[src/logic/renkon_pkg.sv]
package renkon_pkg;

  localparam int DWIDTH       = 16;
  localparam int FRAC         = DWIDTH / 2;
  localparam int KSIZE        = 5;
  localparam int KAREA        = KSIZE * KSIZE;
  localparam int IMG_SIZE     = 12;
  localparam int FMAP_SIZE    = IMG_SIZE - KSIZE + 1;
  localparam int TREE_LATENCY = 5;  // register stages inside the adder tree

  // pixels, weights and fmap share the Q8.8 format
  typedef logic signed [DWIDTH-1:0]   data_t;
  typedef logic signed [2*DWIDTH-1:0] prod_t;  // full Q16.16 product

  typedef logic [$clog2(IMG_SIZE)-1:0] coord_t;
  typedef logic [$clog2(KAREA)-1:0]    tap_t;  // ky*KSIZE + kx

  typedef enum logic [1:0] {
    S_IDLE,
    S_CONV,
    S_DRAIN
  } ctrl_state_t;

endpackage

[src/logic/scan_if.sv]
interface scan_if;

  logic shift;       // one pixel accepted this cycle
  logic clear;       // restart at row 0, column 0
  logic win_full;    // shifted pixel completes a 5x5 window
  logic frame_last;  // shifted pixel is the last of the frame

  modport ctrl (
    output shift, clear,
    input  win_full, frame_last
  );

  modport cnt (
    input  shift, clear,
    output win_full, frame_last
  );

endinterface

[src/logic/renkon_conv_ctrl.sv]
module renkon_conv_ctrl
  import renkon_pkg::*;
(
  input  logic clk,
  input  logic xrst,
  input  logic start,
  input  logic pixel_en,
  scan_if.ctrl scan,
  output logic wr_allow,
  output logic fmap_valid,
  output logic busy,
  output logic done
);

  ctrl_state_t           state;
  logic [TREE_LATENCY:0] vld_dly;  // window stage plus tree stages

  assign scan.clear = (state == S_IDLE) && start;
  assign scan.shift = (state == S_CONV) && pixel_en;

  assign wr_allow   = (state == S_IDLE);
  assign busy       = (state != S_IDLE);
  assign fmap_valid = vld_dly[TREE_LATENCY];

  always_ff @(posedge clk) begin
    if (!xrst) begin
      state <= S_IDLE;
      done  <= 1'b0;
    end else begin
      done <= 1'b0;
      case (state)
        S_IDLE: begin
          if (start) begin
            state <= S_CONV;
          end
        end
        S_CONV: begin
          if (scan.shift && scan.frame_last) begin
            state <= S_DRAIN;
          end
        end
        S_DRAIN: begin
          if (vld_dly == '0) begin  // last window left the tree
            state <= S_IDLE;
            done  <= 1'b1;
          end
        end
        default: state <= S_IDLE;
      endcase
    end
  end

  always_ff @(posedge clk) begin
    if (!xrst) begin
      vld_dly <= '0;
    end else begin
      vld_dly <= {vld_dly[TREE_LATENCY-1:0], scan.shift & scan.win_full};
    end
  end

  a_done_idle: assert property (@(posedge clk) disable iff (!xrst)
    done |-> !busy && $past(state) == S_DRAIN)
    else $error("done without a drained frame");

  a_shift_busy: assert property (@(posedge clk) disable iff (!xrst)
    scan.shift |=> busy)
    else $error("frame ended right after a shift");

endmodule

[src/flat_wrapper.sv]
// flat-port wrapper written by rule: the top's interface ports become plain ports
module renkon_conv_ctrl_flat import renkon_pkg::*;
  (clk, xrst, start, pixel_en, wr_allow, fmap_valid, busy, done, scan_shift, scan_clear, scan_win_full, scan_frame_last);
  scan_if scan_i ();
  input  logic clk;
  input  logic xrst;
  input  logic start;
  input  logic pixel_en;
  output logic wr_allow;
  output logic fmap_valid;
  output logic busy;
  output logic done;
  output wire logic [$bits(scan_i.shift)-1:0] scan_shift;
  output wire logic [$bits(scan_i.clear)-1:0] scan_clear;
  input wire logic [$bits(scan_i.win_full)-1:0] scan_win_full;
  input wire logic [$bits(scan_i.frame_last)-1:0] scan_frame_last;
  assign scan_shift = scan_i.shift;
  assign scan_clear = scan_i.clear;
  assign scan_i.win_full = scan_win_full;
  assign scan_i.frame_last = scan_frame_last;
  renkon_conv_ctrl u_core (.clk(clk), .xrst(xrst), .start(start), .pixel_en(pixel_en), .scan(scan_i), .wr_allow(wr_allow), .fmap_valid(fmap_valid), .busy(busy), .done(done));
endmodule
[config.mk]
export PLATFORM = sky130hd
export DESIGN_NAME = renkon_conv_ctrl_flat
export DESIGN_NICKNAME = d
export VERILOG_FILES = /design/src/logic/renkon_pkg.sv /design/src/logic/scan_if.sv /design/src/logic/renkon_conv_ctrl.sv /design/src/flat_wrapper.sv
export SDC_FILE = /design/constraint.sdc
export NUM_CORES = 1
export LEC_CHECK = 0
export ABC_AREA = 1
export BUFFER_PORTS_ARGS = -buffer_cell sky130_fd_sc_hd__buf_2
export CAP_MARGIN = 5
export CORE_AREA = 2 2 39 41
export DETAILED_ROUTE_END_ITERATION = 7
export DIE_AREA = 0 0 41 43
export SLEW_MARGIN = 30
export SYNTH_ARGS = -nofsm -noshare
export SYNTH_HDL_FRONTEND = slang
export SYNTH_SLANG_ARGS = --single-unit
[constraint.sdc]
create_clock -name clk -period 0.9 [get_ports clk]
set_input_delay 0.09 -clock clk [delete_from_list [all_inputs] [get_ports clk]]
set_output_delay 0.09 -clock clk [all_outputs]
set_load 0.01 [all_outputs]
==> impl_metrics.json, run 1 <==
{
  "fin_crit_sh_pct": 112.4,
  "setup_viol": 4,
  "final_core_util_pct": 34.72,
  "final.setup.tns_ps": -323.8,
  "ir_worst_vdd_v": 0.0005439,
  "grt_overflow": 0,
  "synth_area_leaders": "dfxtp_1, inv_1, nand2_1",
  "antenna_found_initial": 0,
  "cts_root_buf": "clkbuf_4",
  "avgSynthCellArea_um2": 7.769,
  "synth_cell_type_count": 13,
  "ant_nets": 0,
  "final_nets": 66,
  "max_freq_ghz": 0.9890,
  "synth-compound-area-share_pct": 6.367,
  "dieArea_um2": 1763,
  "relSlewSlack_pct": 91.19,
  "ys_warn_count": 0,
  "leakagePower_nw": 0.2675,
  "grt_pass1_vias": 253,
  "ys_seq_elements": 9,
  "path_max_fanout": 3,
  "cts_tree": "yes",
  "cts_hold_buffers": 0,
  "yosysSeqAreaShare_pct": 53.93,
  "finalHoldViolCount": 0,
  "io-pin-count": 12,
  "numPortBuffers": 11,
  "grt_pass1_wl_um": 931,
  "hold_path_depth": 3,
  "die_h_um": 43,
  "yosysTopAreaCell": "dfxtp_1",
  "rr_worst_depth": 6,
  "area_delta_synth_final_pct": 43.82,
  "wirelength_um": 571,
  "violations": "setup timing",
  "start_util_pct": 24.14,
  "drt_iter0_drc": 0,
  "synth_top_area_share_pct": 53.93,
  "num_rows": 14,
  "layout.cells.non_filler": 75,
  "endpoint_kind": "output pin",
  "synthSimpleGateAreaFrac_pct": 27.34,
  "grt_usage_pct": 8.249,
  "diodes": 0,
  "run_status": "complete, but fails checks",
  "first_pass_iters": 1,
  "fin_hold_ws_ps": 56.17,
  "clk_pin_slew_ps": 70,
  "fp.dieW_um": 41,
  "critPathArrivalTime_ps": 920,
  "place_ws_ps": 94.56,
  "clk_path_buf_depth": 2,
  "synth_top_family_by_area": "simple AND/OR/NAND/NOR gates",
  "wl_per_cell_um": 7.613,
  "skew_ps": 6.665,
  "crit_required_ps": 810,
  "drv_cap": 0,
  "synth_mux_area_share_pct": 0,
  "cts_sinks": 9,
  "core_um2": 1384,
  "p_per_area_nw_per_um2": 1720,
  "place.gp.congestion": 0.6089,
  "syn_inst": 43,
  "critPathLaunchType": "register",
  "synth-adder-area-share_pct": 0,
  "grt_max_degree": 9,
  "setup_ws_ps": -111.2,
  "dr_total_vias": 282,
  "dp_hpwl_um": 451.9,
  "synthXorXnorAreaFrac_pct": 0,
  "cts_buffers": 3,
  "placed_cells": 69,
  "drive_above_1_share_pct": 47.46,
  "grt_setup_unrepaired": "true",
  "synth_nets": 49,
  "h-tree-depth": 1,
  "clk_latency_ps": 260,
  "min_period_ps": 1011,
  "syn-cell-area_um2": 334.1,
  "path_class": "register to output pin",
  "drv_slew": 0,
  "drc": 0,
  "vias_per_cell": 3.760,
  "hold_class": "input port to register",
  "tightest_slew_ps": 131.7,
  "fillCellCount": 156
}
-- report_power, final --
| part | total [W] | internal [W] | switching, W |
|---|---|---|---|
| Sequential | 0.000414 | 0.000406 | 0.00000790 |
| Combinational | 0.000103 | 0.0000521 | 0.0000512 |
| Clock | 0.000310 | 0.000164 | 0.000146 |
| Total | 0.000827 | 0.000621 | 0.000205 |
-- flip-flops by register name, indices dropped and copies added, names as in the netlist --
name            count
u_core.state        2
u_core.vld_dly      6
u_core.done         1
-- area by class of cell --
| class | instances | area [µm²] | share of cell area [%] |
|---|---|---|---|
| Inverter | 10 | 37.54 | 7.812 |
| Clock inverter | 1 | 5.005 | 1.042 |
| Timing Repair Buffer | 13 | 86.33 | 17.97 |
| Multi-Input combinational cell | 23 | 123.9 | 25.78 |
| Tap cell | 16 | 20.02 | 4.167 |
| Clock buffer | 3 | 22.52 | 4.687 |
| Sequential cell | 9 | 185.2 | 38.54 |
-- kinds of logic after synthesis --
| family | count (synthesis) |
|---|---|
| compound gates | 3 |
| simple gates | 20 |
| buf+inv | 11 |
| flops | 9 |
-- routing by layer --
layer  vias to the layer above  part of all wire, %  GRT usage (%)
li1                        153                    -              -
met1                       122                   41          9.709
met2                         5                   52          10.63
met3                         2                  2.8              0
met4                         0                  3.9          12.00
met5                         -                    0              0
-- synthesized netlist by cell type, drive strengths merged --
cell    number
nand3        1
nor2         8
nand2       11
o21a         1
inv         10
dfxtp        9
clkbuf       1
a21oi        2
-- cells in the final DEF, fill, tap and decap left out, types with 3 or more instances in the layout --
master    synthesis  final
buf_2             0      9
buf_6             0      3
clkbuf_4          0      3
dfxtp_1           9      7
inv_1             9      8
nand2_1           9      8
nand2_2           2      3
nor2_1            6      6
-- metrics by stage --
step | power, W | cell area (µm²)
2_1_floorplan | 0.0004666 | 334.1
4_1_cts | 0.0008234 | 455.4
3_3_place_gp | 0.0004976 | 405.4
5_1_grt | 0.0008719 | 480.5
6_report | 0.0008265 | 480.5
3_5_place_dp | 0.0004983 | 405.4
-- final timing paths --
path | slack, ps | to | startpoint
min reg2reg | 420 | u_core.vld_dly[5] | u_core.vld_dly[4]
max | -110 | scan_clear | u_core.state[1]
min | 60 | u_core.vld_dly[0] | scan_win_full
max reg2reg | 10 | u_core.state[1] | u_core.state[1]
-- critical path: stages (launching register included) --
cell	delay, ps
dfxtp_2	340
nor2_4	120
nand2_2	60
inv_2	60
buf_6	100
-- timing repair --
| item | 4_1_cts | 5_1_grt |
|---|---|---|
| endpoints found under the hold margin | 0 | 0 |
| pin swaps | 3 | 3 |
| endpoints found under the setup margin | 4 | 5 |
| gates resized for setup | 5 | 5 |
| setup buffers | 1 | 1 |
No activity file was read; power rests on OpenSTA's default activity.
==> run 2: changes to the inputs <==
- PLACE_DENSITY: not set -> 0.54
==> impl_metrics.json, run 2 (synthesized netlist as in run 1, its figures left out) <==
{
  "endpoint_kind": "output pin",
  "violations": "setup timing",
  "dr_total_vias": 304,
  "core_um2": 1384,
  "cts_buffers": 3,
  "ir_worst_vdd_v": 0.0005492,
  "fin_hold_ws_ps": 44.21,
  "h-tree-depth": 1,
  "placed_cell_area_um2": 405.4,
  "area_delta_synth_final_pct": 41.57,
  "hold_path_depth": 3,
  "leakagePower_nw": 0.2646,
  "dp_hpwl_um": 428.1,
  "first_pass_iters": 5,
  "min_period_ps": 1030,
  "fillCellCount": 149,
  "hp-start": "scan_win_full",
  "p_per_area_nw_per_um2": 1746,
  "cts_root_buf": "clkbuf_4",
  "place.gp.congestion": 0.6893,
  "fp.dieW_um": 41,
  "rr_worst_depth": 6,
  "num_rows": 14,
  "start_util_pct": 24.14,
  "final_core_util_pct": 34.18,
  "numPortBuffers": 11,
  "clk_latency_ps": 260,
  "tightest_slew_ps": 146.4,
  "regMostFlops": "u_core.vld_dly",
  "antenna_found_initial": 0,
  "die_h_um": 43,
  "grt_pass1_wl_um": 917,
  "grt_overflow": 0,
  "drv_cap": 0,
  "grt_usage_pct": 8.761,
  "dieArea_um2": 1763,
  "path_class": "register to output pin",
  "largest_reg_flops": 6,
  "final_nets": 66,
  "vias_per_cell": 4.053,
  "min_to": "u_core.vld_dly[0]",
  "max_freq_ghz": 0.9710,
  "reg2reg_from": "u_core.state[1]",
  "io-pin-count": 12,
  "layout.cells.non_filler": 75,
  "grt_setup_unrepaired": "true",
  "skew_ps": 5.122,
  "setup_viol": 4,
  "stdcell_area_um2": 473.0,
  "top_regs": "u_core.vld_dly (6), u_core.state (2), u_core.done (1)",
  "critPathLaunchType": "register",
  "crit_required_ps": 810,
  "grt_max_degree": 9,
  "diodes": 0,
  "cts_sinks": 9,
  "setup_ws_ps": -129.8,
  "hold_class": "input port to register",
  "drv_slew": 0,
  "clk_pin_slew_ps": 60,
  "drt_iter0_drc": 9,
  "relSlewSlack_pct": 90.24,
  "final_cell_mix": "nand2_1, buf_2, inv_1",
  "worstSetupStartpoint": "u_core.state[1]",
  "regToRegSetupSlack_ps": 10,
  "finalHoldViolCount": 0,
  "critPathArrivalTime_ps": 940,
  "r2r_end": "u_core.state[1]",
  "ant_nets": 0,
  "clk_path_buf_depth": 2,
  "drive_above_1_share_pct": 42.37,
  "placed_cells": 69,
  "wirelength_um": 614,
  "run_status": "complete, but fails checks",
  "drc": 0,
  "grt_pass1_vias": 258,
  "cts_tree": "yes",
  "wl_per_cell_um": 8.187,
  "fin_crit_sh_pct": 114.4,
  "path_max_fanout": 2
}
==> run 2: power breakdown <==
| group | total [W] | internal [W] | switching, W |
|---|---|---|---|
| Clock | 0.000313 | 0.000171 | 0.000142 |
| Combinational | 0.0000988 | 0.0000495 | 0.0000493 |
| Sequential | 0.000414 | 0.000406 | 0.00000783 |
==> run 2: layout make-up <==
class | count | area (µm²) | share of cell area [%]
Timing Repair Buffer | 13 | 86.33 | 18.25
Tap cell | 16 | 20.02 | 4.233
Clock buffer | 4 | 26.28 | 5.556
Multi-Input combinational cell | 23 | 117.6 | 24.87
Sequential cell | 9 | 185.2 | 39.15
Inverter | 10 | 37.54 | 7.937
==> run 2: per-layer routing <==
layer / track usage (%) / up-vias / part of all wire [%]
li1: - / 159 / -
met1: 9.091 / 132 / 45
met2: 10.94 / 11 / 44
met3: 3.141 / 2 / 7.3
met4: 12.00 / 0 / 3.1
met5: 0 / - / 0
==> run 2: worst max-delay path, cell delays in order (launching register included) <==
cell	delay, ps
dfxtp_2	340
inv_2	60
nand2_2	60
nor2_4	110
buf_6	110
==> run 2: how the worst max path moves through the flow <==
| stage | to | slack, ps | depth (start not counted) |
|---|---|---|---|
| after floorplan | u_core.state[0] | 80 | 4 |
| after global placement | u_core.state[0] | 90 | 4 |
| after detailed placement | u_core.state[0] | 90 | 4 |
| after CTS | scan_shift | -150 | 4 |
| after global routing | scan_clear | -170 | 4 |
| final | scan_shift | -130 | 4 |
==> run 2: through the flow <==
step,TNS [ps],power (W),worst slack [ps]
2_1_floorplan,0,0.0004666,83.93
3_3_place_gp,0,0.0004977,94.99
3_5_place_dp,0,0.0004970,92.65
4_1_cts,-489.3,0.0008375,-151.2
5_1_grt,-563.6,0.0008689,-166.5
6_report,-339.0,0.0008260,-129.8
==> run 2: timing repair <==
item	CTS	global route
gates resized for setup	7	1
hold buffers	0	0
setup buffers	2	1
pin swaps	2	3
endpoints found under the setup margin	4	7
