**src/logic/renkon_pkg.sv**
```systemverilog
package renkon_pkg;

  localparam int DWIDTH       = 16;
  localparam int FRAC         = DWIDTH / 2;
  localparam int KSIZE        = 5;
  localparam int KAREA        = KSIZE * KSIZE;
  localparam int IMG_SIZE     = 12;
  localparam int FMAP_SIZE    = IMG_SIZE - KSIZE + 1;
  localparam int TREE_LATENCY = 5;  // register stages inside the adder tree

  // pixels, weights and fmap share the Q8.8 format
  typedef logic signed [DWIDTH-1:0]   data_t;
  typedef logic signed [2*DWIDTH-1:0] prod_t;  // full Q16.16 product

  typedef logic [$clog2(IMG_SIZE)-1:0] coord_t;
  typedef logic [$clog2(KAREA)-1:0]    tap_t;  // ky*KSIZE + kx

  typedef enum logic [1:0] {
    S_IDLE,
    S_CONV,
    S_DRAIN
  } ctrl_state_t;

endpackage

```
**src/logic/renkon_weight_buf.sv**
```systemverilog
module renkon_weight_buf
  import renkon_pkg::*;
(
  input  logic  clk,
  input  logic  xrst,
  input  logic  wreq,
  input  tap_t  waddr,
  input  data_t wdata,
  input  logic  wr_allow,
  output data_t weight [KAREA]
);

  data_t mem [KAREA];

  always_ff @(posedge clk) begin
    if (!xrst) begin
      for (int i = 0; i < KAREA; i++) begin
        mem[i] <= '0;
      end
    end else if (wreq && wr_allow && waddr < tap_t'(KAREA)) begin
      mem[waddr] <= wdata;
    end
  end

  for (genvar i = 0; i < KAREA; i++) begin : g_out
    assign weight[i] = mem[i];
  end

  a_waddr_range: assert property (@(posedge clk) disable iff (!xrst)
    (wreq && wr_allow) |-> waddr < tap_t'(KAREA))
    else $error("weight address %0d out of range", waddr);

endmodule

```
**config.mk**
```make
export PLATFORM = sky130hd
export DESIGN_NAME = renkon_weight_buf
export DESIGN_NICKNAME = d
export VERILOG_FILES = /design/src/logic/renkon_pkg.sv /design/src/logic/renkon_weight_buf.sv
export SDC_FILE = /design/constraint.sdc
export NUM_CORES = 1
export LEC_CHECK = 0
export BUFFER_PORTS_ARGS = -buffer_cell sky130_fd_sc_hd__buf_2
export CORE_ASPECT_RATIO = 1.5
export CORE_MARGIN = 10
export CORE_UTILIZATION = 30
export DETAILED_ROUTE_END_ITERATION = 7
export PLACE_DENSITY_LB_ADDON = 0.25
export SYNTH_ARGS = -nofsm -noshare
export SYNTH_HDL_FRONTEND = slang
export SYNTH_SLANG_ARGS = --single-unit
```
**constraint.sdc**
```tcl
create_clock -name clk -period 3.35 [get_ports clk]
set_input_delay 0.8375 -clock clk [delete_from_list [all_inputs] [get_ports clk]]
set_output_delay 0.8375 -clock clk [all_outputs]
set_load 0.05 [all_outputs]
```
==> results of run 1 <==
## path summary, 6_finish.rpt
check	start	to	slack (ps)	cells after the start
max	mem[10][15]	weight[239]	1160	1
min	wdata[15]	mem[17][15]	890	3
## metal layers
metal,part of all wire,wire (µm),up-vias
met2,0.49,30200,507
met4,0.036,2210,2
met1,0.38,23300,5585
li1,-,-,4945
met3,0.087,5280,97
met5,0.00021,13,-
## kinds of logic after synthesis
kind of cell,count (synthesis),synth area share
AOI/OAI and AO/OA,25,0.00778
buffers and inverters,140,0.0412
DFF,400,0.747
and+or+nand+nor,501,0.204
## area by class of cell
type	instances	area, µm²
Fill cell	5097	32500
Sequential cell	400	12000
Multi-Input combinational cell	526	3500
Timing Repair Buffer	481	2630
Clock buffer	47	1050
Tap cell	682	853
Clock inverter	21	216
Inverter	16	60.1
## cell usage in the layout, fill, tap and decap left out
cell type   count
buf_2         421
edfxtp_1      400
nor3_1        349
buf_4          54
nor3_2         51
nand4bb_1      50
clkbuf_16      41
clkinv_1       24
nand4b_1       20
or4b_1         18
o21ai_2        15
o21ai_1        10
clkbuf_1        6
buf_12          6
inv_6           4
bufinv_16       4
clkinv_2        3
or3b_1          2
nand2b_4        2
nand4_2         1
nand4b_2        1
or3b_2          1
nand4_1         1
or3_1           1
nand3b_1        1
or4_4           1
nand3_4         1
nand2_4         1
clkinv_4        1
clkinvlp_4      1
## report_power, final
part | total [mW] | internal, mW | switching, mW
clock | 4.52 | 2.55 | 1.97
combinational | 1.86 | 0.291 | 1.57
sequential | 5.88 | 5.76 | 0.115
total | 12.3 | 8.60 | 3.65
==> results.cfg, run 1 <==
[yosys]
yosysSeqAreaShare = 0.747
yosysWarningCount = 0
synth_cells = 1066
netlist_top_cells_area = edfxtp_1, nor3_1, nand4bb_1
syn-cell-area_um2 = 16100
synth_most_common_cell = edfxtp_1
syn_nets = 1091
synth-edff-count = 400
ys_ff_latch = 400
async_flop_share = 0
syn_area_per_cell_um2 = 15.1
ys_types = 25
yosys.area.top_type = edfxtp_1
synth.top_cells.by_count = edfxtp_1, nor3_1, clkbuf_1
dominantRegCellSynth = edfxtp_1
synth_top_area_frac = 0.747

[worst_setup_path]
crit_family = flip-flops
crit_slowest_cell = edfxtp_1
cp_num_buf_inv = 1
cp-end-kind = output pin
cp_max_fo = 1
path_cells = buf_2
max_stage_delay_ps = 480
crit_arrival_ps = 1350
crit_type = flop to output pin
crit_path_start_kind = flop
cp.required_ps = 2510

[cts]
cts_sinks = 400
ctsLongestPathBuffers = 3
ctsHoldBuffers = 0
cts_setup_buffers = 0
root_buffer = clkbuf_16
cts_tree = yes
clk_pin_slew_ps = 70
cts_buffers = 40
htree_levels = 2
cts-resized-gates = 0

[floorplan]
die_area_um2 = 63500
core_um2 = 52800
die_h_um = 304
rows = 103
io_pins = 425
start_util = 0.304
dieWidth_um = 209

[drt]
wl_per_cell_um = 28.1
drt-total-wl_um = 61000
drt_iter0_drc = 733
vias = 11136
firstDrtPassIters = 4
vias_per_cell = 5.12
route.detailed.drc = 0
ant_nets = 0

[placement]
placed_cell_area_um2 = 19100
dp_cells = 2105
hpwl_um = 43300
gp_congestion = 0.780
dp_slack_ps = 626
port-buffer-count = 424

[pwr]
leakagePower_nw = 6.77
total_power_mw = 12.3
powerDensity_nw_per_um2 = 603
ir_drop_v = 0.000366

[timing]
drv_slew = 0
fin_crit_sh = 0.654
setup_tns_ps = 0
tightest_slew_ps = 1120
finalHoldViolCount = 0
maxSlewHeadroom = 0.252
setup_ws_ps = 1160
period_minus_slack_ps = 2190
whs_ps = 893
timing.fmax_mhz = 457
setup-violations-final = 0
rsz0062_at_grt = false

[outcome]
outcome = finished clean

[global_route]
grt_antenna_before_repair = 2
grtUsageTotal = 0.184
grt.met2_usage = 0.312
grt.busiest_layer = met2
grt_pass1_wl_um = 86100
grt_max_degree = 84
first_global_vias = 11615
grt_use_met1 = 0.214
grt-ovfl-total = 0
grtUsageMet3 = 0.0564

[flow_run]
cap_violations = 0

[final_layout]
fin_util = 0.385
largest_reg_flops = 400
fin_area_um2 = 20300
n_antenna_cell = 0
finalNetCount = 1490
instances_no_fill = 2173
regMostFlops = mem
layout-drive-gt1-share = 0.408
reg_top3 = mem (400)
syn_to_final_growth_pct = 26.4

[hold_path]
worstHoldPathType = primary input to flop
Note: power is estimated with default switching activity, not from simulation.
==> run 2: changes to the inputs <==
==> constraint.sdc (replaced) <==
create_clock -name clk -period 1.9 [get_ports clk]
set_input_delay 0.475 -clock clk [delete_from_list [all_inputs] [get_ports clk]]
set_output_delay 0.475 -clock clk [all_outputs]
set_load 0.05 [all_outputs]
==> run 2 against run 1 <==
- combinational power rose by 90%
- global-route usage hardly changed
- sequential share of layout area down 3.6 points
- wire length is 0.52% lower
- flip-flop and latch count stayed put
- setup slack got worse by 970 ps
- first-iteration DRC count down 6.4%
- highest routed layer is now met4
==> results.cfg, run 2 (synthesized netlist as in run 1, its figures left out) <==
[worst_setup_path]
crit_family = flip-flops
cp-end-kind = output pin
crit_slowest_cell = edfxtp_1
max_stage_delay_ps = 400
cp_max_fo = 1
cp.required_ps = 1420
path_cells = buf_2
crit_path_start_kind = flop
crit_type = flop to output pin
crit_arrival_ps = 1240
cp_num_buf_inv = 1

[pwr]
total_power_mw = 22.2
leakagePower_nw = 7.35
ir_drop_v = 0.000809
powerDensity_nw_per_um2 = 1030

[final_layout]
finalNetCount = 1561
final_cell_mix = buf_2, edfxtp_1, nor3_1
syn_to_final_growth_pct = 34.5
regArea_um2 = 12000
regMostFlops = mem
layout-drive-gt1-share = 0.447
final_common_cell = buf_2
fin_util = 0.409
largest_reg_flops = 400
multi_input_area_um2 = 3740
nFillCells = 5020
reg_top3 = mem (400)

[timing]
tightest_slew_ps = 576
fin_crit_sh = 0.902
setup-violations-final = 0
rsz0062_at_grt = false
maxSlewHeadroom = 0.614
whs_ps = 489
setup_ws_ps = 186
drv_slew = 0
timing.fmax_mhz = 584
finalHoldViolCount = 0
setup_tns_ps = 0
period_minus_slack_ps = 1710

[placement]
gp_congestion = 0.793
port-buffer-count = 424
hpwl_um = 44100
dp_slack_ps = -188

[global_route]
grt-ovfl-total = 0
grt_max_degree = 64
grt_pass1_wl_um = 86600
grtUsageTotal = 0.184
first_global_vias = 11815
grt_antenna_before_repair = 1

[floorplan]
start_util = 0.304
die_area_um2 = 63500
core_um2 = 52800
dieWidth_um = 209
io_pins = 425
rows = 103
die_h_um = 304

[drt]
wl_per_cell_um = 27.0
drt_iter0_drc = 686
vias_per_cell = 5.02
vias = 11285
firstDrtPassIters = 5
drt-total-wl_um = 60700
ant_nets = 0
route.detailed.drc = 0

[cts]
cts_setup_buffers = 0
root_buffer = clkbuf_16
cts_tree = yes
clk_pin_slew_ps = 60
cts_sinks = 400
htree_levels = 2
ctsLongestPathBuffers = 3
ctsHoldBuffers = 0
cts_buffers = 41
cts-resized-gates = 0

[hold_path]
worstHoldPathType = primary input to flop

[flow_run]
cap_violations = 0

[outcome]
outcome = finished clean
==> run 2: changes by cell type in the layout (fill, tap and decap cells not counted), sizes merged <==
cell,delta
clkbuf,-1
bufinv,+3
buf,+70
diode,+2
clkinv,+1
clkinvlp,+1
==> run 2: power breakdown <==
group	internal, mW	total [mW]	switching, mW	leakage [nW]
clock	4.93	8.35	3.43	0.666
sequential	10.2	10.3	0.176	3.80
combinational	0.703	3.54	2.84	2.88
total	15.8	22.2	6.44	7.35
==> run 2: area by class of cell <==
| type | count | area share |
|---|---|---|
| Clock inverter | 26 | 0.0149 |
| Clock buffer | 46 | 0.0483 |
| Tap cell | 682 | 0.0395 |
| Timing Repair Buffer | 551 | 0.166 |
| Multi-Input combinational cell | 526 | 0.173 |
| Antenna cell | 2 | 0.000231 |
| Sequential cell | 400 | 0.555 |
| Inverter | 16 | 0.00278 |
==> run 2: final timing paths <==
check / start / end / cells after the start
worst max-delay path: mem[3][14] / weight[350] / 1
worst min-delay path: xrst / mem[12][13] / 2
==> run 2: metrics by stage <==
step	cell area (µm²)	cells
5_1_grt	21600	2247
3_3_place_gp	20300	2175
4_1_cts	21600	2247
2_1_floorplan	16500	1066
3_5_place_dp	20300	2175
6_report	21600	2249
==> run 2: metal layers <==
layer | up-vias | GRT usage | routed length, µm
li1 | 5099 | - | -
met1 | 5609 | 0.212 | 23100
met2 | 489 | 0.319 | 30600
met3 | 88 | 0.0546 | 5080
met4 | 0 | 0.0637 | 1930
met5 | - | 0 | 0
==> run 3: changes to the inputs <==
--- a/config.mk
+++ b/config.mk
@@ -5,11 +5,13 @@
 export SDC_FILE = /design/constraint.sdc
 export NUM_CORES = 1
 export LEC_CHECK = 0
+export ABC_AREA = 1
 export BUFFER_PORTS_ARGS = -buffer_cell sky130_fd_sc_hd__buf_2
 export CORE_ASPECT_RATIO = 1.5
 export CORE_MARGIN = 10
 export CORE_UTILIZATION = 30
 export DETAILED_ROUTE_END_ITERATION = 7
+export HOLD_SLACK_MARGIN = 0.03
 export PLACE_DENSITY_LB_ADDON = 0.25
 export SYNTH_ARGS = -nofsm -noshare
 export SYNTH_HDL_FRONTEND = slang
==> run 3 against run 2 <==
- fmax shrank 0.18%
- global-route usage shrank 1.6 points
- highest routed layer is now met5
- critical endpoint is now weight[320]
- sequential share of layout area grew 4.8 points
- combinational power shrank 13%
- non-clock buffer count shrank 47
- first-iteration DRC count shrank 37%
- cell count shrank 4.6%
- clock-buffer cell count grew 2
==> results.cfg, run 3 <==
[worst_setup_path]
crit_slowest_cell = edfxtp_1
worstSetupEndpoint = weight[320]
cp-end-kind = output pin
cp.required_ps = 1420
max_stage_delay_ps = 410
startpoint = mem[4][0]
crit_path_start_kind = flop
path_cells = buf_2
crit_type = flop to output pin
cp_num_buf_inv = 1
crit_family = flip-flops
cp_max_fo = 1
crit_arrival_ps = 1240
path_depth = 1

[floorplan]
die_h_um = 295
dieWidth_um = 203
rows = 100
core_um2 = 49700
die_area_um2 = 59900
io_pins = 425
start_util = 0.304

[flow_run]
cap_violations = 0

[yosys]
async_flop_share = 0
ys_ff_latch = 400
syn_nets = 1000
syn_area_per_cell_um2 = 15.5
synth_cells = 975
synth-edff-count = 400
syn-cell-area_um2 = 15100
synth.top_cells.by_count = edfxtp_1, nor2_1, nor2_2
yosysWarningCount = 0
yosys.area.top_type = edfxtp_1
yosysSeqAreaShare = 0.795
synth_most_common_cell = edfxtp_1
netlist_top_cells_area = edfxtp_1, nor2_1, nor2_2
ys_types = 20
synth_top_area_frac = 0.795
dominantRegCellSynth = edfxtp_1

[final_layout]
largest_reg_flops = 400
syn_to_final_growth_pct = 31.9
reg_top3 = mem (400)
finalNetCount = 1481
final_cell_mix = buf_2, edfxtp_1, nor2_1
instances_no_fill = 2146
layout-drive-gt1-share = 0.500
final_common_cell = buf_2
n_antenna_cell = 0
regMostFlops = mem

[drt]
vias_per_cell = 4.40
route.detailed.drc = 0
drt_iter0_drc = 429
vias = 9447
drt-total-wl_um = 51500
firstDrtPassIters = 4
wl_per_cell_um = 24.0
ant_nets = 0

[global_route]
first_global_vias = 10072
grt_max_degree = 26
grt-ovfl-total = 0
grt_antenna_before_repair = 5
grt_pass1_wl_um = 72700
grtUsageTotal = 0.168

[cts]
ctsHoldBuffers = 0
cts_buffers = 39
htree_levels = 2
cts-resized-gates = 0
cts_setup_buffers = 0
cts_tree = yes
ctsLongestPathBuffers = 3
cts_sinks = 400
root_buffer = clkbuf_16
clk_pin_slew_ps = 60

[pwr]
powerDensity_nw_per_um2 = 1040
ir_drop_v = 0.000824
leakagePower_nw = 7.72

[timing]
rsz0062_at_grt = false
period_minus_slack_ps = 1720
timing.fmax_mhz = 582
tightest_slew_ps = 404
maxSlewHeadroom = 0.730
drv_slew = 0
fin_crit_sh = 0.904
setup_tns_ps = 0
finalHoldViolCount = 0
setup-violations-final = 0
setup_ws_ps = 183

[placement]
hpwl_um = 35200
gp_congestion = 0.780
port-buffer-count = 424
dp_cells = 2078
dp_slack_ps = -46.3

[hold_path]
worstHoldPathType = primary input to flop

[outcome]
outcome = finished clean
## run 3: cell types whose count changed after synthesis, moves of 38 or more
| cell | previous run | this run |
|---|---|---|
| clkbuf_1 | 72 | 34 |
| nand4bb_1 | 50 | 0 |
| nor2_1 | 0 | 277 |
| nor2_2 | 0 | 143 |
| nor3_1 | 349 | 0 |
| nor3_2 | 51 | 0 |
## run 3: per-stage QoR
step                      cell area, µm²  power [mW]  hold WS, ps  utilization
after floorplan                    15100        12.5          774            -
after CTS                          19900        20.9          454        0.401
after global routing               19900        21.3          468        0.401
after detailed placement           18700        13.6         1020        0.377
final                              19900        20.7          475        0.401
after global placement             18700        13.6         1020        0.377
## run 3: report_power, final
| group | leakage, nW | switching (mW) | internal, mW |
|---|---|---|---|
| registers | 3.80 | 0.174 | 10.1 |
| logic | 3.36 | 2.52 | 0.550 |
| clock network | 0.560 | 3.24 | 4.07 |
| total | 7.72 | 5.93 | 14.8 |
## run 3: metal layers
metal	wire [µm]	GRT usage	vias up	share of wire
li1	-	-	4277	-
met2	27700	0.312	399	0.54
met1	18000	0.171	4673	0.35
met5	68	0	-	0.0013
met3	4170	0.0522	88	0.081
met4	1600	0.0629	10	0.031
## run 3: cell type report
cell class              instances  area [µm²]
well taps                     663         830
multi-input cells             487        2540
fillers                      4694       29800
flip-flops and latches        400       12000
clock inverters                20         166
repair buffers                504        3260
inverters                      24        91.3
clock buffers                  48        1010
## run 3: how the worst min path moves through the flow
| stage | start | endpoint | slack, ps | depth (start not counted) |
|---|---|---|---|---|
| detailed placement | mem[24][14] | weight[14] | 1020 | 1 |
| CTS | wdata[8] | mem[0][8] | 450 | 4 |
| floorplan | wdata[10] | mem[2][10] | 770 | 2 |
| global route | wdata[10] | mem[14][10] | 470 | 4 |
| global placement | mem[13][3] | weight[179] | 1020 | 1 |
| finish | wdata[8] | mem[3][8] | 470 | 4 |
## run 3: cell families (layout without fill, tap and decap cells)
logic type / Yosys count / in the layout / synth area share
flip-flops: 400 / 400 / 0.795
buffers and inverters: 88 / 596 / 0.0362
AND/OR/NAND/NOR: 487 / 487 / 0.168
