### config.mk
export PLATFORM = sky130hd
export DESIGN_NAME = renkon_window
export DESIGN_NICKNAME = d
export VERILOG_FILES = /design/src/logic/renkon_pkg.sv /design/src/logic/renkon_window.sv
export SDC_FILE = /design/constraint.sdc
export NUM_CORES = 1
export LEC_CHECK = 0
export BUFFER_PORTS_ARGS = -buffer_cell sky130_fd_sc_hd__buf_2
export CELL_PAD_IN_SITES_DETAIL_PLACEMENT = 1
export CELL_PAD_IN_SITES_GLOBAL_PLACEMENT = 2
export CORE_AREA = 8 8 347 349
export CTS_CLUSTER_SIZE = 30
export DETAILED_ROUTE_END_ITERATION = 7
export DIE_AREA = 0 0 355 357
export GPL_TIMING_DRIVEN = 0
export PLACE_DENSITY_LB_ADDON = 0.08
export SETUP_SLACK_MARGIN = 0.5
export SYNTH_ARGS = -nofsm -noshare
export SYNTH_HDL_FRONTEND = slang
export SYNTH_SLANG_ARGS = --single-unit
### constraint.sdc
create_clock -name clk -period 27.2 [get_ports clk]
set_input_delay 5.44 -clock clk [delete_from_list [all_inputs] [get_ports clk]]
set_output_delay 5.44 -clock clk [all_outputs]
set_load 0.005 [all_outputs]
### src/logic/renkon_pkg.sv
package renkon_pkg;

  localparam int DWIDTH       = 16;
  localparam int FRAC         = DWIDTH / 2;
  localparam int KSIZE        = 5;
  localparam int KAREA        = KSIZE * KSIZE;
  localparam int IMG_SIZE     = 12;
  localparam int FMAP_SIZE    = IMG_SIZE - KSIZE + 1;
  localparam int TREE_LATENCY = 5;  // register stages inside the adder tree

  // pixels, weights and fmap share the Q8.8 format
  typedef logic signed [DWIDTH-1:0]   data_t;
  typedef logic signed [2*DWIDTH-1:0] prod_t;  // full Q16.16 product

  typedef logic [$clog2(IMG_SIZE)-1:0] coord_t;
  typedef logic [$clog2(KAREA)-1:0]    tap_t;  // ky*KSIZE + kx

  typedef enum logic [1:0] {
    S_IDLE,
    S_CONV,
    S_DRAIN
  } ctrl_state_t;

endpackage

### src/logic/renkon_window.sv
module renkon_window
  import renkon_pkg::*;
(
  input  logic  clk,
  input  logic  xrst,
  input  logic  shift,
  input  data_t pixel,
  output data_t window [KAREA]
);

  data_t line_buf [KSIZE-1][IMG_SIZE];  // line_buf[j] ends at row r-1-j
  data_t win      [KSIZE][KSIZE];       // [ky][kx], kx = KSIZE-1 is newest
  data_t new_col  [KSIZE];

  // column entering the window, oldest row first
  always_comb begin
    new_col[KSIZE-1] = pixel;
    for (int j = 0; j < KSIZE - 1; j++) begin
      new_col[KSIZE-2-j] = line_buf[j][IMG_SIZE-1];
    end
  end

  always_ff @(posedge clk) begin
    if (!xrst) begin
      for (int j = 0; j < KSIZE - 1; j++) begin
        for (int i = 0; i < IMG_SIZE; i++) begin
          line_buf[j][i] <= '0;
        end
      end
      for (int ky = 0; ky < KSIZE; ky++) begin
        for (int kx = 0; kx < KSIZE; kx++) begin
          win[ky][kx] <= '0;
        end
      end
    end else if (shift) begin
      for (int j = 0; j < KSIZE - 1; j++) begin
        line_buf[j][0] <= new_col[KSIZE-1-j];  // pixel or tail of the line above
        for (int i = 1; i < IMG_SIZE; i++) begin
          line_buf[j][i] <= line_buf[j][i-1];
        end
      end
      for (int ky = 0; ky < KSIZE; ky++) begin
        for (int kx = 0; kx < KSIZE - 1; kx++) begin
          win[ky][kx] <= win[ky][kx+1];
        end
        win[ky][KSIZE-1] <= new_col[ky];
      end
    end
  end

  for (genvar ky = 0; ky < KSIZE; ky++) begin : g_row
    for (genvar kx = 0; kx < KSIZE; kx++) begin : g_col
      assign window[ky*KSIZE+kx] = win[ky][kx];
    end
  end

endmodule

==> results of run 1 <==
## cell type report
class,count,share of cell area (%)
clock inverters,52,1.26
repair buffers,432,5.94
multi-input cells,849,12.8
flip-flops and latches,848,61.1
well taps,1524,4.57
clock buffers,126,6.39
plain buffers,508,7.98
diodes,5,0.0300
## cells by family after synthesis
group                  after synthesis
buffers and inverters              508
DFF                                848
and+or+nand+nor                    849
## cell usage in the layout, fill, tap and decap left out, drive strengths merged
master and instances:
nand2b 1, edfxtp 848, diode 5, buf 806, and3 848, clkbuf 260
bufinv 10, inv 2, clkinv 40
## metal layers
layer | track usage [%] | routed length (um) | share of wire, % | up-vias
met5 | 0 | 12 | 0.012 | -
met4 | 3.81 | 1920 | 2.0 | 2
met3 | 4.31 | 6310 | 6.5 | 128
met2 | 25.3 | 47100 | 48 | 436
met1 | 18.7 | 41900 | 43 | 9673
li1 | - | - | - | 9034
## worst min-delay path by stage
stage                                from               to  slack [ns]  depth (start not counted)
final                     line_buf[1][35]  line_buf[1][19]        0.53                          1
after global routing      line_buf[1][16]   line_buf[1][0]        0.55                          1
after CTS                 line_buf[1][16]   line_buf[1][0]        0.54                          1
after detailed placement  line_buf[2][34]  line_buf[2][18]        0.53                          1
after global placement    line_buf[0][41]  line_buf[0][25]        0.53                          1
after floorplan           line_buf[0][41]  line_buf[0][25]        0.52                          1
## flip-flops by register name (all words and copies together) (netlist names)
name      count
line_buf    662
win         186
## per-stage QoR
stage	hold WS (ns)	instance area [um^2]	instances	power, mW	setup WS, ns
finish	0.535	41700	4344	3.09	19.95
global route	0.550	41700	4340	3.21	19.78
CTS	0.540	41700	4339	3.14	19.90
detailed placement	0.532	38500	4161	1.80	19.19
global placement	0.526	38100	4145	1.84	5.13
floorplan	0.520	34100	2205	1.71	10.05
## worst max-delay path, delay by kind of cell
kind	cells	cell delay, ns
buf+inv	5	1.44
simple gates	1	0.54
## power groups by stage
stage	Combinational (mW)	Sequential (mW)	Clock [mW]
floorplan	0.111	1.60	0
global placement	0.199	1.64	0
detailed placement	0.208	1.59	0
CTS	0.209	1.57	1.37
global route	0.223	1.57	1.41
finish	0.201	1.56	1.32
==> summary.md, run 1 <==
| Metric | Value |
|---|---|
| HPWL after detailed placement | `70.8 mm` |
| Filler Cells Inserted | `12000` |
| Leak | `20.4 nW` |
| Die X | `355 um` |
| Worst-Skew Late Latency | `0.66 ns` |
| Asr flop ratio synth | `0%` |
| Top post-synthesis cells by area | `edfxtp_1 (75%), and3_1 (16%), buf_4 (7.3%)` |
| Global-route wire length before repair | `~140 mm` |
| Pin count of the biggest net entering global routing | `72` |
| TritonCTS clock tree | `yes` |
| Largest stage delay on the critical path | `0.54 ns` |
| DRT iter0 DRCs | `1146` |
| Mapped Nets | `about 2200` |
| Reg2reg start | `line_buf[1][155]` |
| Final Util | `a little over a third` |
| Commonest cells post-synth | `and3_1 (848), edfxtp_1 (848), buf_4 (332), clkbuf_2 (96), buf_2 (42)` |
| Top FF cell, synth | `edfxtp_1` |
| Initial antenna violation count | `9` |
| Top cell type's share of synthesized area | `about three quarters` |
| Cell taking the most area after synthesis | `edfxtp_1` |
| Crit-path max FO | `64` |
| CTS H-tree depth | `3` |
| Ys Warns | `0` |
| Core ar. | `about 120000 um^2` |
| Final ANT Viol Nets | `0` |
| Hold crit path type | `reg -> reg` |
| Total setup buffers inserted after CTS | `0` |
| Gr usage total | `around 15%` |
| Kind of end point of the critical path | `flip-flop` |
| Power Internal | `2.40 mW` |
| Critical path class | `in -> reg` |
| Num CTS Buffers | `between 90 and 100` |
| # port buffers | `416` |
| Synth Register Bits | `848` |
| Main combinational cell family by area after synthesis | `simple AND/OR/NAND/NOR gates` |
| Area growth, synth to finish | `22.3%` |
| FF+latch area | `25500 um^2` |
| Fin. max-slew vios | `0` |
| Sequential cell area fraction in the yosys report | `about three quarters` |
| Area of the multi-input gates | `5320 um^2` |
| Number of synthesized flops with an enable pin | `~850` |
| Slowest-stage cell, CP | `nand2b_4` |
| Actual slew at the worst max-slew pin | `0.599 ns` |
| DRT Pass-1 Iters | `5` |
| Clk sink count | `848` |
| Final Cycle Share | `between 20% and 30%` |
| CTS Hold Bufs | `0` |
| Clock share of power | `42.8%` |
| Gpl congestion | `0.800` |
| Gate Count Post-Synth | `roughly 2200` |
| Grt total ovfl | `0` |
| Startpoint types | `input pin` |
| Number of max-cap violations | `0` |
| FF-to-FF setup slack | `26.22 ns` |
| Critical Path End | `line_buf[2][136]` |
| Final setup violation count | `0` |
| Rel. slew slack | `60.1%` |
| Chip height | `357 um` |
| Final WL | `just under 100 mm` |
| Die ar. | `127000 um^2` |
| Root buf cell | `clkbuf_16` |
| Setup crit start | `shift` |
| Starting Density | `29.6%` |
| Reg2reg path depth | `1` |
| Reg-to-Reg End | `win[0][299]` |
| Synth Area in XOR/XNOR | `0%` |
| Hold Vio Cnt, Final | `0` |
| Fmax | `0.138 GHz` |
| Nets | `2757` |
| RSZ-0062 raised after global routing | `no` |
| Crit path top cell by count | `buf_16` |
| Fin Clk Skew | `0.0289 ns` |
| Ports | `419` |
| Worst vdd ir | `43.0 uV` |
| Multiplexer share of the synthesized area | `0%` |
| Setup TNS | `0 ns` |
| Gate power share | `between 6 and 7%` |
| Adder-Cell Fraction of Synth Area | `0%` |
| CP arrival | `7.56 ns` |
| Row count | `125` |
| CTS clk-pin slew, worst paths | `approximately 0.06 ns` |
| PwrDens | `74.0 nW/um^2` |
| CP required | `about 28 ns` |
| Register share of total power | `50.6%` |
| # DRC | `0` |
| Synth Area in Compound Gates | `0%` |
| Outcome | `completed` |
| Post-cts repair resize count | `0` |
| Simple-gate area share of the yosys netlist | `15.6%` |
| Mapped Area | `34100 um^2` |
| Wire per inst | `22.4 um` |
| Vias/cell | `around 4.4` |
| Net Sw Frac | `22.3%` |
| CP Cell Sequence | `buf_4 > clkbuf_2 > nand2b_4 > buf_16 > buf_16 > buf_16` |
| Vias | `19300` |
| Clk buf depth | `3` |
| Switch Pwr | `0.690 mW` |
| Synth cell types | `7` |
| Period minus WS final | `7.25 ns` |
| Synthesized area per cell | `15.5 um^2` |
| Proportion of layout cells with a drive suffix above 1 | `36.9%` |
| Number of global-route vias before repair | `about 21000` |
No activity file was read; power rests on OpenSTA's default activity.
==> inputs of run 2 (changes only) <==
clock period = 5.9 ns   (was 27.2 ns; I/O delays follow)
==> summary.md, run 2 (synthesis results as in run 1) <==
| Metric | Value |
|---|---|
| Outcome | `completed` |
| Vias/cell | `4.45 (+0.37%)` |
| Fin Hold WS | `0.531 ns (-0.00427 ns)` |
| Final setup violation count | `0 (unchanged)` |
| TritonCTS clock tree | `yes` |
| Final worst-path setup slack | `2.65 ns (-17.31 ns)` |
| Gate power share | `6.7% (+0.2 points)` |
| Hold crit path type | `reg -> reg` |
| Worst vdd ir | `242 uV (+460%)` |
| Largest stage delay on the critical path | `0.56 ns (+0.02 ns)` |
| Global-route wire length before repair | `143 mm (+0.62%)` |
| Non-filler cells, final | `4342 (-0.046%)` |
| Commonest cells after routing, fill and taps aside | `and3_1 (848), edfxtp_1 (848), buf_2 (458)` |
| Initial antenna violation count | `7 (-2)` |
| Final Util | `36.1% (-0.17 points)` |
| Starting Density | `29.6% (unchanged)` |
| Buf/Inv on CP | `6 (+1)` |
| Number of global-route vias before repair | `21000 (-1.1%)` |
| Final WL | `98.0 mm (+0.78%)` |
| Largest reg by FF count | `line_buf` |
| CP arrival | `3.58 ns (-3.98 ns)` |
| Post-cts repair resize count | `0 (unchanged)` |
| CTS H-tree depth | `3 (unchanged)` |
| Proportion of layout cells with a drive suffix above 1 | `36.9% (about the same)` |
| Placed insts | `4159 (-0.048%)` |
| Critical path class | `in -> reg` |
| Final Cell Area | `41500 um^2 (-0.46%)` |
| Crit path top cell by count | `buf_16` |
| DRT Pass-1 Iters | `5 (unchanged)` |
| Largest delay share family, worst path | `buffers and inverters` |
| Post-placement worst setup slack | `1.91 ns (-17.28 ns)` |
| Net Sw Frac | `23.2% (+0.82 points)` |
| Setup TNS | `0 ns (unchanged)` |
| Crit-path max FO | `67 (+4.7%)` |
| Fmax | `0.307 GHz` |
| Gpl congestion | `0.778 (-2.8%)` |
| Row count | `125 (unchanged)` |
| Hold Vio Cnt, Final | `0 (unchanged)` |
| Kind of end point of the critical path | `flip-flop` |
| Nets | `2754 (-0.11%)` |
| Startpoint types | `input pin` |
| Num CTS Buffers | `98 (-1.0%)` |
| Wire per inst | `22.6 um (+0.83%)` |
| Vias | `19300 (+0.32%)` |
| Worst-Skew Late Latency | `0.66 ns (about the same)` |
| Number of max-cap violations | `0 (unchanged)` |
| Ports | `419 (unchanged)` |
| Core ar. | `115000 um^2 (unchanged)` |
| Fin. max-slew vios | `0 (unchanged)` |
| Register share of total power | `51.9% (+1.3 points)` |
| Clk buf depth | `3 (unchanged)` |
| Root buf cell | `clkbuf_16` |
| Clock share of power | `41.4% (-1.4 points)` |
| Final Cycle Share | `between 50% and 60%` |
| Setup crit start | `shift` |
| Chip height | `357 um (unchanged)` |
| Cell Area, Placed | `38500 um^2 (about the same)` |
| Reg2reg start | `line_buf[2][167]` |
| Period minus WS final | `3.25 ns` |
| CTS clk-pin slew, worst paths | `0.06 ns (about the same)` |
| Clk sink count | `848 (unchanged)` |
| Actual slew at the worst max-slew pin | `0.686 ns (+0.0872 ns)` |
| # port buffers | `416 (unchanged)` |
| CP Cell Sequence | `buf_8 > clkbuf_8 > nand2b_4 > buf_16 > buf_16 > buf_16 > buf_16` |
| Total setup buffers inserted after CTS | `0 (unchanged)` |
| Die ar. | `127000 um^2 (unchanged)` |
| Gr usage total | `15.1% (+0.17 points)` |
| Design Power | `13.9 mW (+350%)` |
| Area growth, synth to finish | `21.7%` |
| RSZ-0062 raised after global routing | `no` |
| Slowest-stage cell, CP | `nand2b_4` |
| PwrDens | `335 nW/um^2 (+350%)` |
| Die X | `355 um (unchanged)` |
| Grt total ovfl | `0 (unchanged)` |
| DRT iter0 DRCs | `1144 (-0.17%)` |
| Leak | `20.3 nW (-0.47%)` |
| Max reg flops | `662 (unchanged)` |
| CP required | `6.22 ns (-21.30 ns)` |
| Pin count of the biggest net entering global routing | `72 (unchanged)` |
| Final ANT Viol Nets | `0 (unchanged)` |
| Switch Pwr | `3.22 mW (+370%)` |
| HPWL after detailed placement | `71.5 mm (+0.97%)` |
| Min-delay src | `line_buf[2][20]` |
| CTS Hold Bufs | `0 (unchanged)` |
| Power Internal | `10.7 mW (+350%)` |
| Regs by FF count | `line_buf (662), win (186)` |
| Rel. slew slack | `54.3% (-5.8 points)` |
| Fin Clk Skew | `0.0140 ns (-0.0149 ns)` |
| # DRC | `0 (unchanged)` |
## run 2: worst paths after layout
kind / endpoint / slack [ns] / cells past startpoint
max: line_buf[1][84] / 2.65 / 7
min: line_buf[2][4] / 0.53 / 1
max reg2reg: line_buf[2][151] / 4.88 / 1
min reg2reg: line_buf[2][4] / 0.53 / 1
## run 2: layer usage
metal | track usage (%) | wire [um] | vias to the layer above
li1 | - | - | 9022
met4 | 4.04 | 2000 | 0
met3 | 3.97 | 6220 | 118
met1 | 19.4 | 42600 | 9710
met2 | 25.2 | 47200 | 485
met5 | 0 | 0 | -
## run 2: cell type report
| cell class | count | area [um^2] |
|---|---|---|
| clock buffers | 115 | 2520 |
| fillers | 12000 | 73600 |
| repair buffers | 430 | 2460 |
| diodes | 4 | 10.0 |
| plain buffers | 508 | 3340 |
| flip-flops and latches | 848 | 25500 |
| well taps | 1524 | 1910 |
| multi-input cells | 849 | 5320 |
| clock inverters | 64 | 485 |
## run 2: power groups by stage
stage                     registers, mW  logic [mW]  clock network (mW)
after floorplan                    7.30       0.514                   0
after global placement             7.46       0.916                   0
after detailed placement           7.35       0.959                   0
after CTS                          7.23       0.963                5.98
after global routing               7.25        1.03                6.17
final                              7.21       0.929                5.75
==> inputs of run 3 (changes only) <==
ABC_AREA = 1   (was not set)
CORE_AREA = 8 8 352 354   (was 8 8 347 349)
DIE_AREA = 0 0 360 362   (was 0 0 355 357)
clock period = 3.3 ns   (was 5.9 ns; I/O delays follow)
==> summary.md, run 3 <==
| Metric | Value |
|---|---|
| Outcome | `completed` |
| Die X | `360 um (+1.4%)` |
| Fin Clk Skew | `0.0190 ns (+0.00494 ns)` |
| Top post-synthesis cells by area | `edfxtp_1 (72%), inv_1 (9.0%), nor2_1 (9.0%)` |
| Vias/cell | `3.88 (-13%)` |
| Leading cell type by number of instances after synthesis | `inv_1` |
| Asr flop ratio synth | `0% (unchanged)` |
| HPWL after detailed placement | `63.7 mm (-11%)` |
| Hold crit path type | `in -> reg` |
| Max reg flops | `662 (unchanged)` |
| # DRC | `0 (unchanged)` |
| Gpl congestion | `0.779 (+0.13%)` |
| Largest stage delay on the critical path | `0.48 ns (-0.08 ns)` |
| Fin Hold WS | `0.313 ns (-0.218 ns)` |
| Die ar. | `130000 um^2 (+2.8%)` |
| Cell taking the most area after synthesis | `edfxtp_1` |
| Num CTS Buffers | `100 (+2.0%)` |
| Non-filler cells, final | `5117 (+18%)` |
| Gate Count Post-Synth | `2961 (+34%)` |
| Synth Register Bits | `848 (unchanged)` |
| CTS H-tree depth | `3 (unchanged)` |
| Clk buf depth | `3 (unchanged)` |
| Clk sink count | `848 (unchanged)` |
| Vias | `19800 (+2.6%)` |
| Top cell type's share of synthesized area | `72.2% (-2.5 points)` |
| Core ar. | `119000 um^2 (+3.1%)` |
| Leak | `18.7 nW (-7.9%)` |
| Crit path top cell by count | `buf_16` |
| Final setup violation count | `0 (unchanged)` |
| Pin count of the biggest net entering global routing | `94 (+31%)` |
| Crit-path max FO | `71 (+6.0%)` |
| Fin. max-slew vios | `0 (unchanged)` |
| Chip height | `362 um (+1.4%)` |
| Number of synthesized flops with an enable pin | `848 (unchanged)` |
| Total setup buffers inserted after CTS | `0 (unchanged)` |
| CP arrival | `2.89 ns (-0.69 ns)` |
| Sequential cell area fraction in the yosys report | `72.2% (-2.5 points)` |
| RSZ-0062 raised after global routing | `no` |
| Starting Density | `29.7% (+0.086 points)` |
| Mapped Area | `35300 um^2 (+3.4%)` |
| Post-placement worst setup slack | `-0.380 ns (-2.29 ns)` |
| Kind of end point of the critical path | `flip-flop` |
| Ys Warns | `0 (unchanged)` |
| Final worst-path setup slack | `0.713 ns (-1.93 ns)` |
| Fmax | `0.387 GHz` |
| Initial antenna violation count | `3 (-4)` |
| Commonest cells after routing, fill and taps aside | `nor2_1 (848), inv_1 (848), edfxtp_1 (848)` |
| Largest delay share family, worst path | `buffers and inverters` |
| Wire per inst | `17.2 um (-24%)` |
| CTS Hold Bufs | `0 (unchanged)` |
| Filler Cells Inserted | `13000 (+8.5%)` |
| Hold Vio Cnt, Final | `0 (unchanged)` |
| Rel. slew slack | `58.4% (+4.1 points)` |
| # port buffers | `418 (+0.48%)` |
| CTS clk-pin slew, worst paths | `0.05 ns (about the same)` |
| Final WL | `88.2 mm (-10%)` |
| Number of global-route vias before repair | `21900 (+3.9%)` |
| Final Cycle Share | `78.4%` |
| Nets | `3511 (+27%)` |
| Commonest cells post-synth | `inv_1 (849), edfxtp_1 (848), nor2_1 (848), buf_4 (321), buf_6 (88)` |
| DRT Pass-1 Iters | `6 (+1)` |
| Worst-Skew Late Latency | `0.65 ns (about the same)` |
| CP Cell Sequence | `buf_2 > clkinvlp_4 > nand2_8 > buf_16 > buf_16 > buf_16 > bufbuf_16` |
| Synth cell types | `7 (unchanged)` |
| Root buf cell | `clkbuf_16` |
| Setup TNS | `0 ns (unchanged)` |
| Final ANT Viol Nets | `0 (unchanged)` |
| Mapped Nets | `2980 (+34%)` |
| Ports | `419 (unchanged)` |
| TritonCTS clock tree | `yes` |
| Proportion of layout cells with a drive suffix above 1 | `27.2% (-9.7 points)` |
| Top FF cell, synth | `edfxtp_1` |
| Critical path class | `in -> reg` |
| Startpoint types | `input pin` |
| Period minus WS final | `2.59 ns` |
| Gr usage total | `13.4% (-1.7 points)` |
| Slowest-stage cell, CP | `bufbuf_16` |
| Largest reg by FF count | `line_buf` |
| DRT iter0 DRCs | `900 (-21%)` |
| PwrDens | `589 nW/um^2 (+76%)` |
| Final Util | `36.0% (-0.081 points)` |
| Number of max-cap violations | `0 (unchanged)` |
| Global-route wire length before repair | `134 mm (-6.4%)` |
| Grt total ovfl | `0 (unchanged)` |
| Synthesized area per cell | `11.9 um^2 (-23%)` |
| Area growth, synth to finish | `21.1%` |
| Row count | `127 (+1.6%)` |
| Regs by FF count | `line_buf (662), win (186)` |
| CP required | `3.61 ns (-2.61 ns)` |
| Placed insts | `4936 (+19%)` |
| Actual slew at the worst max-slew pin | `0.625 ns (-0.0616 ns)` |
| Buf/Inv on CP | `6 (unchanged)` |
| Worst vdd ir | `399 uV (+65%)` |
run 3: routing by layer:
| metal | vias up | global-route usage, % | part of all wire [%] |
|---|---|---|---|
| met4 | 0 | 3.50 | 1.8 |
| met2 | 389 | 23.2 | 49 |
| met1 | 9671 | 16.1 | 42 |
| met3 | 107 | 4.32 | 6.9 |
| met5 | - | 0 | 0 |
| li1 | 9662 | - | - |
run 3: report_power, final:
group | leakage [nW] | internal (mW) | total, mW | switching (mW)
combinational | 7.84 | 0.769 | 1.77 | 0.997
clock | 1.49 | 6.20 | 10.5 | 4.30
sequential | 9.40 | 12.6 | 12.9 | 0.317
run 3: what timing repair did:
item                       in CTS  in global routing
pin swaps                       0                  1
hold endpoints to repair        0                  0
setup endpoints to repair     111                  3
gates resized for setup         0                  0
cloned                          2                  0
run 3: cell families after synthesis:
kind of cell | count (synthesis) | share of synthesized area (%)
buffers and inverters | 1263 | 18.7
flip-flops | 848 | 72.2
AND/OR/NAND/NOR | 850 | 9.05
run 3: stage by stage:
step	area, um^2	power (mW)
finish	42700	25.2
floorplan	35300	14.1
detailed placement	39600	14.9
global route	42700	26.3
CTS	42700	25.7
global placement	39300	15.0
run 3: final cells by class:
class,count,area (um^2),share of cell area [%]
diodes,1,2.50,0.00586
inverters,849,3190,7.47
flip-flops and latches,848,25500,59.6
well taps,1548,1940,4.54
multi-input cells,850,3210,7.51
clock inverters,49,395,0.926
clock buffers,129,2680,6.26
plain buffers,414,3430,8.02
repair buffers,429,2400,5.63
run 3: worst paths after layout:
path	cells after the start	start	to	slack, ns
worst min-delay path	3	pixel[3]	win[0][323]	0.31
worst max register to register	2	line_buf[1][131]	win[0][307]	2.31
worst max-delay path	7	shift	line_buf[1][187]	0.71
worst min register to register	2	line_buf[3][35]	line_buf[3][19]	0.54
run 3: tightest hold or removal path, delay by kind of cell:
kind | cells | cell delay, ns
buffers and inverters | 2 | 0.11
and+or+nand+nor | 1 | 0.08
